[src/fraise_map_pkg.sv]
// fraise bus map
// bus word types, register byte addresses and the decoded register select
package fraise_map_pkg;

    localparam int DATA_W = 32;
    localparam int ADDR_W = 32;
    localparam int HOST_W = 1;  // two initiators on the bus

    typedef logic [DATA_W-1:0] data_w_t;
    typedef logic [ADDR_W-1:0] addr_w_t;
    typedef logic [HOST_W-1:0] host_id_t;

    // word spaced register window from 0x10
    localparam addr_w_t REG_BASE    = 32'h0000_0010;
    localparam addr_w_t REG_ON_OFF  = REG_BASE + 32'h00;
    localparam addr_w_t REG_LAUNCH  = REG_BASE + 32'h04;
    localparam addr_w_t REG_STATUS  = REG_BASE + 32'h08;
    localparam addr_w_t REG_RESULT  = REG_BASE + 32'h0C;
    localparam addr_w_t REG_OBS_COL = REG_BASE + 32'h14;
    localparam addr_w_t REG_OBS_ROW = REG_BASE + 32'h18;

    typedef struct packed {
        logic on_off;
        logic launch;
        logic status;
        logic result;
        logic obs_col;
        logic obs_row;
    } reg_sel_t;

    typedef struct packed {
        logic     valid;
        logic     wen;    // 1 for write
        host_id_t host;
        addr_w_t  addr;
        data_w_t  wdata;
    } bus_req_t;

    typedef struct packed {
        logic     valid;
        host_id_t host;   // echoed from the request
        data_w_t  data;
    } bus_resp_t;

endpackage

[src/fraise_array_pkg.sv]
// fraise array side definitions
// lane geometry, read sequence timing, array control bundle and inference states
package fraise_array_pkg;

    localparam int LANES       = 4;  // likelihood matrices
    localparam int READ_PHASES = 4;  // pulse phases per lane read
    localparam int INF_WAIT    = 4;
    localparam int OUT_WAIT    = 4;
    localparam int OUT_BITS    = 8;  // serial bits per lane result

    typedef logic [$clog2(LANES)-1:0] lane_idx_t;
    typedef logic [2:0] obs_col_t;
    typedef logic [5:0] obs_row_t;
    typedef logic [7:0] array_addr_t;
    typedef logic [7:0] result_byte_t;
    typedef logic [3:0] phase_t;

    // control lines into the memory array
    typedef struct packed {
        logic        csl;        // source line
        logic        cwl;        // word line
        logic        read_8;
        logic        inference;
        logic        read_out;
        logic        stoch_log;  // log mode while a run is active
        array_addr_t addr_col;
        array_addr_t addr_row;
    } array_ctrl_t;

    typedef enum logic [2:0] {
        Idle,
        Read_cycles,
        Inf_cycles,
        Read_out,
        Run_log,
        Done
    } infer_state_e;

endpackage

[src/fraise_reg_bank.sv]
`timescale 1ns/1ns
// fraise register bank
// decodes bus requests, holds control and observation words, returns one-cycle responses
module fraise_reg_bank
    import fraise_map_pkg::*, fraise_array_pkg::*;
(
    input  logic                     clk_i,
    input  logic                     counter_read_reset,
    input  bus_req_t                 req_i,
    input  logic                     busy_i,
    input  logic                     done_i,
    input  result_byte_t [LANES-1:0] results_i,
    output logic                     ready_o,
    output bus_resp_t                resp_o,
    output logic                     run_o,
    output obs_col_t [LANES-1:0]     obs_col_o,
    output obs_row_t [LANES-1:0]     obs_row_o
);

    data_w_t  on_off_q;
    logic     launch_q;
    logic     done_q;
    data_w_t  obs_col_q;
    data_w_t  obs_row_q;
    reg_sel_t sel;
    logic     accept;
    data_w_t  rdata;

    assign run_o   = (on_off_q == data_w_t'(1)) && launch_q;
    assign ready_o = !(busy_i || run_o);  // run_o covers the cycle before busy rises
    assign accept  = req_i.valid && ready_o;

    always_comb begin
        sel = '0;
        case (req_i.addr)
            REG_ON_OFF:  sel.on_off = 1'b1;
            REG_LAUNCH:  sel.launch = 1'b1;
            REG_STATUS:  sel.status = 1'b1;
            REG_RESULT:  sel.result = 1'b1;
            REG_OBS_COL: sel.obs_col = 1'b1;
            REG_OBS_ROW: sel.obs_row = 1'b1;
            default:     sel = '0;  // unmapped reads return zero
        endcase
    end

    // response word carries the new value on a write
    always_comb begin
        rdata = '0;
        if (sel.on_off) begin
            rdata = req_i.wen ? req_i.wdata : on_off_q;
        end else if (sel.launch) begin
            rdata = req_i.wen ? data_w_t'(req_i.wdata[0]) : data_w_t'(launch_q);
        end else if (sel.status) begin
            rdata = data_w_t'(done_q);
        end else if (sel.result) begin
            rdata = results_i;  // lane i in byte i
        end else if (sel.obs_col) begin
            rdata = req_i.wen ? req_i.wdata : obs_col_q;
        end else if (sel.obs_row) begin
            rdata = req_i.wen ? req_i.wdata : obs_row_q;
        end
    end

    always_ff @(posedge clk_i) begin
        if (counter_read_reset) begin
            on_off_q     <= '0;
            launch_q     <= 1'b0;
            done_q       <= 1'b0;
            obs_col_q    <= '0;
            obs_row_q    <= '0;
            resp_o.valid <= 1'b0;
        end else begin
            resp_o.valid <= accept;
            if (accept && req_i.wen) begin
                if (sel.on_off) on_off_q <= req_i.wdata;
                if (sel.obs_col) obs_col_q <= req_i.wdata;
                if (sel.obs_row) obs_row_q <= req_i.wdata;
                if (sel.launch) begin
                    launch_q <= req_i.wdata[0];
                    done_q   <= 1'b0;
                end
            end
            if (done_i) begin  // a finished run turns the bank back off
                on_off_q <= '0;
                launch_q <= 1'b0;
                done_q   <= 1'b1;
            end
        end
    end

    always_ff @(posedge clk_i) begin
        if (accept) begin
            resp_o.host <= req_i.host;
            resp_o.data <= rdata;
        end
    end

    // byte j of each observation word feeds lane j
    always_comb begin
        for (int j = 0; j < LANES; j++) begin
            obs_col_o[j] = obs_col_q[8*j +: $bits(obs_col_t)];
            obs_row_o[j] = obs_row_q[8*j +: $bits(obs_row_t)];
        end
    end

endmodule

[src/fraise_infer_fsm.sv]
`timescale 1ns/1ns
// fraise inference sequencer
// walks the lane reads, then the inference wait, read-out wait and serial capture
module fraise_infer_fsm
    import fraise_array_pkg::*;
(
    input  logic                 clk_i,
    input  logic                 counter_read_reset,
    input  logic                 run_i,
    input  obs_col_t [LANES-1:0] obs_col_i,
    input  obs_row_t [LANES-1:0] obs_row_i,
    input  phase_t               phase_i,
    output logic                 phase_clr_o,
    output logic                 phase_en_o,
    output array_ctrl_t          array_ctrl_o,
    output logic                 capture_o,
    output logic [2:0]           cap_index_o,
    output logic                 clear_o,
    output logic                 busy_o,
    output logic                 done_o
);

    infer_state_e state_q;
    infer_state_e state_d;
    lane_idx_t    lane_q;
    logic         win_end;  // last cycle of the current phase window

    always_comb begin
        state_d = state_q;
        win_end = 1'b0;
        case (state_q)
            Idle: begin
                if (run_i) state_d = Read_cycles;
            end
            Read_cycles: begin
                if (phase_i == phase_t'(READ_PHASES - 1)) begin
                    win_end = 1'b1;
                    if (lane_q == lane_idx_t'(LANES - 1)) state_d = Inf_cycles;
                end
            end
            Inf_cycles: begin
                if (phase_i == phase_t'(INF_WAIT - 1)) begin
                    win_end = 1'b1;
                    state_d = Read_out;
                end
            end
            Read_out: begin
                if (phase_i == phase_t'(OUT_WAIT - 1)) begin
                    win_end = 1'b1;
                    state_d = Run_log;
                end
            end
            Run_log: begin
                if (phase_i == phase_t'(OUT_BITS - 1)) begin
                    win_end = 1'b1;
                    state_d = Done;
                end
            end
            default: state_d = Idle;  // Done lasts one cycle
        endcase
    end

    always_ff @(posedge clk_i) begin
        if (counter_read_reset) begin
            state_q <= Idle;
            lane_q  <= '0;
        end else begin
            state_q <= state_d;
            if (state_q == Idle) begin
                lane_q <= '0;
            end else if (state_q == Read_cycles && win_end) begin
                lane_q <= lane_q + 1'b1;  // wraps to 0 after the last lane
            end
        end
    end

    assign busy_o      = (state_q != Idle);
    assign done_o      = (state_q == Done);
    assign clear_o     = (state_q == Idle) && run_i;
    assign phase_en_o  = busy_o;
    assign phase_clr_o = (state_q == Idle) || (state_q == Done) || win_end;
    assign capture_o   = (state_q == Run_log);
    assign cap_index_o = phase_i[2:0];

    always_comb begin
        array_ctrl_o           = '0;
        array_ctrl_o.stoch_log = busy_o;
        case (state_q)
            Read_cycles: begin
                array_ctrl_o.read_8   = 1'b1;
                array_ctrl_o.csl      = (phase_i == '0);  // drops after phase 0
                array_ctrl_o.cwl      = (phase_i != phase_t'(READ_PHASES - 1));
                array_ctrl_o.addr_col = {lane_q, 3'b000, obs_col_i[lane_q]};
                array_ctrl_o.addr_row = {2'b00, obs_row_i[lane_q]};
            end
            Inf_cycles: array_ctrl_o.inference = 1'b1;
            Read_out:   array_ctrl_o.read_out = 1'b1;
            Run_log:    array_ctrl_o.read_out = 1'b1;
            default:    array_ctrl_o.read_out = 1'b0;
        endcase
    end

endmodule

[src/fraise_phase_counter.sv]
`timescale 1ns/1ns
// fraise phase counter
// times pulse phases, wait windows and capture cycles
module fraise_phase_counter
    import fraise_array_pkg::*;
(
    input  logic   clk_i,
    input  logic   counter_read_reset,
    input  logic   clr_i,
    input  logic   en_i,
    output phase_t count_o
);

    always_ff @(posedge clk_i) begin
        if (counter_read_reset) begin
            count_o <= '0;
        end else if (clr_i) begin  // clear wins over enable
            count_o <= '0;
        end else if (en_i) begin
            count_o <= count_o + 1'b1;
        end
    end

endmodule

[src/fraise_result_asm.sv]
`timescale 1ns/1ns
// fraise result assembler
// shifts each lane's serial bit_out into its result byte, msb first
module fraise_result_asm
    import fraise_array_pkg::*;
(
    input  logic                     clk_i,
    input  logic                     counter_read_reset,
    input  logic                     clear_i,
    input  logic                     capture_i,
    input  logic [2:0]               cap_index_i,
    input  logic [LANES-1:0]         bit_out_i,
    output result_byte_t [LANES-1:0] results_o
);

    always_ff @(posedge clk_i) begin
        if (counter_read_reset) begin
            results_o <= '0;
        end else if (clear_i) begin
            results_o <= '0;  // new run starting
        end else if (capture_i) begin
            for (int i = 0; i < LANES; i++) begin
                // capture k lands in bit 7-k
                results_o[i][3'd7 - cap_index_i] <= bit_out_i[i];
            end
        end
    end

endmodule

[src/fraise_top.sv]
`timescale 1ns/1ns
// fraise inference controller top
// register bank, sequencer, phase counter and result assembler around the array
module fraise_top
    import fraise_map_pkg::*, fraise_array_pkg::*;
(
    input  logic             clk_i,
    input  logic             counter_read_reset,
    input  logic             req_valid_i,
    input  host_id_t         req_host_addr_i,
    input  addr_w_t          req_addr_i,
    input  logic             req_wen_i,
    input  data_w_t          req_wdata_i,
    input  logic [LANES-1:0] bit_out_i,      // serial outputs of the array
    output logic             ready_o,
    output logic             resp_valid_o,
    output data_w_t          resp_data_o,
    output host_id_t         resp_ini_addr_o,
    output array_ctrl_t      array_ctrl_o
);

    bus_req_t                 req;
    bus_resp_t                resp;
    logic                     run;
    logic                     busy;
    logic                     done;
    obs_col_t [LANES-1:0]     obs_col;
    obs_row_t [LANES-1:0]     obs_row;
    result_byte_t [LANES-1:0] results;
    phase_t                   phase;
    logic                     phase_clr;
    logic                     phase_en;
    logic                     capture;
    logic [2:0]               cap_index;
    logic                     res_clear;

    assign req.valid = req_valid_i;
    assign req.wen   = req_wen_i;
    assign req.host  = req_host_addr_i;
    assign req.addr  = req_addr_i;
    assign req.wdata = req_wdata_i;

    assign resp_valid_o    = resp.valid;
    assign resp_data_o     = resp.data;
    assign resp_ini_addr_o = resp.host;

    fraise_reg_bank u_reg_bank (
        .clk_i              (clk_i),
        .counter_read_reset (counter_read_reset),
        .req_i              (req),
        .busy_i             (busy),
        .done_i             (done),
        .results_i          (results),
        .ready_o            (ready_o),
        .resp_o             (resp),
        .run_o              (run),
        .obs_col_o          (obs_col),
        .obs_row_o          (obs_row)
    );

    fraise_infer_fsm u_infer_fsm (
        .clk_i              (clk_i),
        .counter_read_reset (counter_read_reset),
        .run_i              (run),
        .obs_col_i          (obs_col),
        .obs_row_i          (obs_row),
        .phase_i            (phase),
        .phase_clr_o        (phase_clr),
        .phase_en_o         (phase_en),
        .array_ctrl_o       (array_ctrl_o),
        .capture_o          (capture),
        .cap_index_o        (cap_index),
        .clear_o            (res_clear),
        .busy_o             (busy),
        .done_o             (done)
    );

    fraise_phase_counter u_phase_counter (
        .clk_i              (clk_i),
        .counter_read_reset (counter_read_reset),
        .clr_i              (phase_clr),
        .en_i               (phase_en),
        .count_o            (phase)
    );

    fraise_result_asm u_result_asm (
        .clk_i              (clk_i),
        .counter_read_reset (counter_read_reset),
        .clear_i            (res_clear),
        .capture_i          (capture),
        .cap_index_i        (cap_index),
        .bit_out_i          (bit_out_i),
        .results_o          (results)
    );

endmodule

[config.mk]
export PLATFORM = sky130hd
export DESIGN_NAME = fraise_top
export DESIGN_NICKNAME = d
export VERILOG_FILES = /design/src/fraise_map_pkg.sv /design/src/fraise_array_pkg.sv /design/src/fraise_reg_bank.sv /design/src/fraise_infer_fsm.sv /design/src/fraise_phase_counter.sv /design/src/fraise_result_asm.sv /design/src/fraise_top.sv
export SDC_FILE = /design/constraint.sdc
export NUM_CORES = 1
export LEC_CHECK = 0
export CAP_MARGIN = 40
export CORE_MARGIN = 3
export CORE_UTILIZATION = 65
export CTS_BUF_LIST = sky130_fd_sc_hd__clkbuf_4 sky130_fd_sc_hd__clkbuf_8 sky130_fd_sc_hd__clkbuf_16
export DETAILED_ROUTE_END_ITERATION = 8
export DONT_BUFFER_PORTS = 1
export HOLD_SLACK_MARGIN = 0.05
export PLACE_DENSITY_LB_ADDON = 0.08
export SYNTH_ARGS = -nofsm -noshare
export SYNTH_HDL_FRONTEND = slang
export SYNTH_SLANG_ARGS = --single-unit
[constraint.sdc]
create_clock -name clk_i -period 5.7 [get_ports clk_i]
set_input_delay 1.14 -clock clk_i [delete_from_list [all_inputs] [get_ports clk_i]]
set_output_delay 1.14 -clock clk_i [all_outputs]
set_load 0.01 [all_outputs]
Word level (Yosys, flattened, before mapping)
Index checks and enable logic that the tools add are counted.

operators by class
  $add $sub $neg = 3
  magnitude comparators = 3
  eq/ne operators = 22
  mux-type cells = 43
  reduce and logical (&&, ||, !) cells = 27

operators with widths
  operator               count
  $mux W32               9
  $eq A32 B5 Y1 const B  4
  $eq A32 B6 Y1 const B  2
  $bwmux W8              4
  $eq A32 B1 Y1 const B  1
  $mux W3                8
  $mux W16               1
  $mux W1                15
  $pmux W3 S5            1
  $bmux W6 S2            1
  $ne A2 B1 Y1 const B   6
  $reduce_and A2 Y1      5
  $reduce_or A2 Y1       5
  $bmux W3 S2            1
  $eq A3 B2 Y1 const B   2
  $eq A3 B3 Y1 const B   2
  $logic_and A1 B1 Y1    6
  $mux W6                1
  $reduce_and A6 Y1      1
  $add A4 B1 Y4 const B  1
  $eq A4 B2 Y1 const B   1
  $eq A4 B3 Y1 const B   1
  $logic_not A4 Y1       1
  $lt A3 B4 Y1 const B   1
  15 further kinds       18

word-level totals
  register bits after elaboration = 173
  bits of input ports = 73

Longest topological paths before layout
  word-level depth = 8
  mapped depth = 8

Cells and area by module
A second synthesis with hierarchy kept.

unflattened totals
  cells, all modules = 1,030
  area, all modules = 9,365.2 µm²

modules (own cells, without submodules)
  module                times used  cells an instance  area an instance (µm²)  sequential area each (µm²)
  fraise_reg_bank       1           802                6,988.0                 2,972.9
  fraise_result_asm     1           126                1,440.1                 640.6
  fraise_infer_fsm      1           85                 759.5                   100.1
  fraise_phase_counter  1           17                 177.7                   80.1

Worst setup path before layout
Ideal clock, no wire load.

  path type = input to register
  start = in req_addr_i[6]
  end = reg u_reg_bank.obs_col_q[5]
  setup time = 132 ps
  arrival = 2,755 ps
  slack = 2,813 ps
  stages on the path = 6
  buffers on the path = 1
  cells stage by stage = or4_4 > or2_4 > or3_1 > clkbuf_2 > o21ai_0 > a21oi_1

between the ends
  longest elaborated chain between the ends = 3

ends and longest elaborated chain
  element                             RTL line               RTL
  start, declared                     fraise_top.sv:11       input addr_w_t req_addr_i,
  $eq A32 B6 Y1                       fraise_reg_bank.sv:35  case (req_i.addr)
  $mux W1                             fraise_reg_bank.sv:35
  $reduce_and A2 Y1 (no source line)  n/a
  end signal, assigned                fraise_reg_bank.sv:76  if (sel.obs_col) obs_col_q <= req_i.wdata;
  end, declared                       fraise_reg_bank.sv:23  data_w_t obs_col_q;

No other way between the ends.
A chain may end at the register's enable or synchronous reset.

Worst setup path in the final report
  start = reg u_reg_bank.on_off_q[21]
  end = out ready_o

between the ends
  longest elaborated chain between the ends = 4

ends and longest elaborated chain
  element                 RTL line               RTL
  start, declared         fraise_reg_bank.sv:20  data_w_t on_off_q;
  start signal, assigned  fraise_reg_bank.sv:75  if (sel.on_off) on_off_q <= req_i.wdata;
  $eq A32 B1 Y1           fraise_reg_bank.sv:29  assign run_o = (on_off_q == data_w_t'(1)) && launch_q;
  $logic_and A1 B1 Y1     fraise_reg_bank.sv:29
  $logic_or A1 B1 Y1      fraise_reg_bank.sv:30  assign ready_o = !(busy_i || run_o);
  $logic_not A1 Y1        fraise_reg_bank.sv:30
  end, declared           fraise_top.sv:15       output logic ready_o,

No other way between the ends.

==> summary.md <==
| Metric | Value |
|---|---|
| Outcome | `completed` |
| Register area | `3790 µm²` |
| FF-to-FF Start | `u_infer_fsm.state_q[0]` |
| RePlAce Congestion | `0.949` |
| Nets | `1,050` |
| Combinational share of power | `11.9%` |
| Pwr dens | `330 nW/µm²` |
| Netlist Area Pre-Place | `8790 µm²` |
| Skew final | `0.0114 ns` |
| Final worst path period need | `3.61 ns` |
| Hold depth | `2` |
| Leakage | `3.13 nW` |
| IO Count | `130` |
| Type of origin of the critical path | `flip-flop` |
| Fill count | `1,022` |
| Multi-input logic area | `4490 µm²` |
| Tcrit/Tclk final | `63.4%` |
| Global-route usage over all layers | `36.5%` |
| Worst setup EP type | `output pin` |
| DR vias | `8,294` |
| DIE AREA | `14,900 µm²` |
| Synth top area share | `31.9%` |
| DRT Pass-1 Iters | `6` |
| Layout cells sized above 1 | `9.73%` |
| Clk network pwr share | `39.9%` |
| Ys async rst share | `0%` |
| Top cells by area, synth | `dfxtp_1 32%, edfxtp_1 11%, a21oi_1 9.7%` |
| Post-synth top cells | `170 x a21oi_1, 140 x dfxtp_1, 118 x o21ai_0` |
| CTS root buf | `clkbuf_16` |
| Flops & latches, synth | `173` |
| Synthesized area per cell | `8.44 µm²` |
| Initial antenna violation count | `0` |
| Postcts setup bufs | `0` |
| Skew-Pair Late Insertion Delay | `0.43 ns` |
| First-pass GRT wire length | `41,700 µm` |
| Min-Delay Endpoint | `u_result_asm.results_o[31]` |
| Synth Area in XOR/XNOR | `0.299%` |
| Fin Setup TNS | `0 ns` |
| Cell row count | `41` |
| Max clock buf depth | `2` |
| R2R depth | `7` |
| Port bufs | `0` |
| Synth Area in Simple Gates | `20.4%` |
| Register area share after synthesis | `43.2%` |
| Placed Area | `8770 µm²` |
| CTS tree | `done` |
| Worst hold path startpoint | `u_result_asm.results_o[31]` |
| Worst reg2reg endpoint | `u_reg_bank.obs_row_q[28]` |
| Pwr Total | `3.10 mW` |
| Synth Area in Adders | `0.427%` |
| Number of synthesized flops with an enable pin | `33` |
| Arrival time at the worst endpoint | `2.47 ns` |
| Largest net degree at the start of global routing | `99` |
| Area growth syn-to-layout | `7.04%` |
| Max-slew violation count | `0` |
| Initial core utilization | `68.0%` |
| Post-DRT Antenna Nets | `0` |
| Count leader, synth | `a21oi_1` |
| Overflow after GRT | `0` |
| Flop pwr share | `48.2%` |
| Placed Cells | `1,127` |
| Sw frac | `29.0%` |
| Mean number of vias per cell | `7.16` |
| Post-synth top area cell | `dfxtp_1` |
| Fin Hold WS | `0.464 ns` |
| Critical path class | `reg -> out` |
| Width of the die | `122 µm` |
| Final cell area excluding filler cells | `9400 µm²` |
| RSZ-0062 raised after global routing | `false` |
| Worst slew margin | `42.5%` |
| Switching pwr | `0.899 mW` |
| Number of distinct library cells after synthesis | `56` |
| Core ar. | `12,900 µm²` |
| Max-cap violations | `0` |
| Number of gates resized after cts | `0` |
| Crit-path max FO | `34` |
| Primary FF master, synth | `dfxtp_1` |
| Post-CTS Hold Buffers | `0` |
| Post-synthesis compound-gate area fraction | `22.2%` |
| Yosys Warn Count | `0` |
| Pint | `2.20 mW` |
| H-Tree Depth | `4` |
| WP data required | `4.56 ns` |
| Ant diodes | `0` |
| Total CTS buffers | `17` |
| Vias in the first global route | `7,651` |
| Clk slew on worst S/H paths | `0.06 ns` |
| DRC | `0` |
| Post-synthesis mux area share | `7.45%` |
| DR iter-0 viols | `1,100` |
| Die height | `122 µm` |
| Final hold violations | `0` |
| Mapped Cells | `1,041` |
| Largest family of logic cells by synthesized area | `compound AO/OA/AOI/OAI gates` |
| Routed WL | `27,500 µm` |
| Worst Hold Class | `reg -> reg` |
| # setup viols final | `0` |
| Fmax | `277 MHz` |
| Clock sink total | `173` |
| HPWL Detailed | `18,800 µm` |
| Worst-margin pin slew | `0.861 ns` |
| Setup slack, reg-to-reg | `2.79 ns` |
| Finished Layout Cells | `1,159` |
| Per-cell routed wire length | `23.7 µm` |
| Maximum vdd ir drop | `257 µV` |
cell type report:
type,count,area share (%)
well taps,172,2.29
multi-input cells,755,47.7
flip-flops and latches,173,40.3
clock buffers,22,5.48
repair buffers,20,2.59
clock inverters,10,1.28
inverters,7,0.279
registers in the layout (all words and copies together) (netlist names):
| name | count |
|---|---|
| u_result_asm.results_o | 32 |
| u_reg_bank.on_off_q | 32 |
| u_reg_bank.done_q | 1 |
| u_reg_bank.obs_row_q | 32 |
| u_reg_bank.resp_o | 34 |
| u_infer_fsm.state_q | 3 |
| u_phase_counter.count_o | 4 |
| u_infer_fsm.lane_q | 2 |
| u_reg_bank.obs_col_q | 32 |
| u_reg_bank.launch_q | 1 |
per-layer routing:
metal / part of all wire (%) / routed length [µm] / vias up / track usage [%]
li1: - / - / 3669 / -
met1: 36 / 9980 / 3932 / 44.7
met2: 46 / 12600 / 560 / 57.1
met3: 11 / 2990 / 133 / 9.72
met4: 6.8 / 1870 / 0 / 23.4
met5: 0 / 0 / - / 0
power groups by stage:
stage                     Sequential, mW  Clock [mW]  Combinational, mW
after floorplan                     1.48           0              0.307
after global routing                1.51        1.29              0.398
after detailed placement            1.52           0              0.358
after CTS                           1.50        1.24              0.361
final                               1.50        1.24              0.369
after global placement              1.52           0              0.332
kinds of logic after synthesis:
group	Yosys count
buffers and inverters	117
AOI/OAI and AO/OA	361
other	1
DFF	173
muxes	52
adders and majority gates	3
and+or+nand+nor	331
xor gates and xnor gates	3
stage by stage:
step / util, % / worst slack, ns
2_1_floorplan: - / 2.81
3_3_place_gp: 66.5 / 2.21
3_5_place_dp: 67.8 / 2.50
4_1_cts: 72.7 / 2.13
5_1_grt: 72.7 / 2.00
6_report: 72.7 / 2.09
critical path, cell delays in order (launching register included):
cell	delay (ns)
dfxtp_1	0.33
or4_4	0.56
nor3_4	0.34
and4b_1	0.26
buf_4	0.35
nor2_1	0.19
cells in the final DEF (no fill, tap or decap), types with 7 or more instances in the layout:
master,netlist,routed
nand2_1,58,58
dfxtp_1,140,140
o21ai_1,14,14
edfxtp_1,33,33
mux2i_1,26,26
inv_1,7,7
o22ai_1,34,34
o21ai_0,118,118
and3_1,17,17
nand4_1,38,38
nor2_1,48,48
buf_4,9,12
mux4_2,9,9
clkbuf_16,0,20
a21oi_1,170,170
mux2_2,17,17
nand3_1,91,91
nand2b_1,33,33
o21a_1,14,14
how the worst max path moves through the flow:
stage / start / to / slack [ns] / cells after the start
detailed placement: req_addr_i[6] / u_reg_bank.obs_col_q[28] / 2.50 / 6
global route: u_infer_fsm.state_q[2] / array_ctrl_o[21] / 2.00 / 3
finish: u_reg_bank.on_off_q[21] / ready_o / 2.09 / 5
floorplan: req_addr_i[6] / u_reg_bank.obs_col_q[5] / 2.81 / 6
CTS: u_reg_bank.on_off_q[21] / ready_o / 2.13 / 5
global placement: req_addr_i[6] / u_reg_bank.resp_o[25] / 2.21 / 5
(Power assumes the default switching activity.)
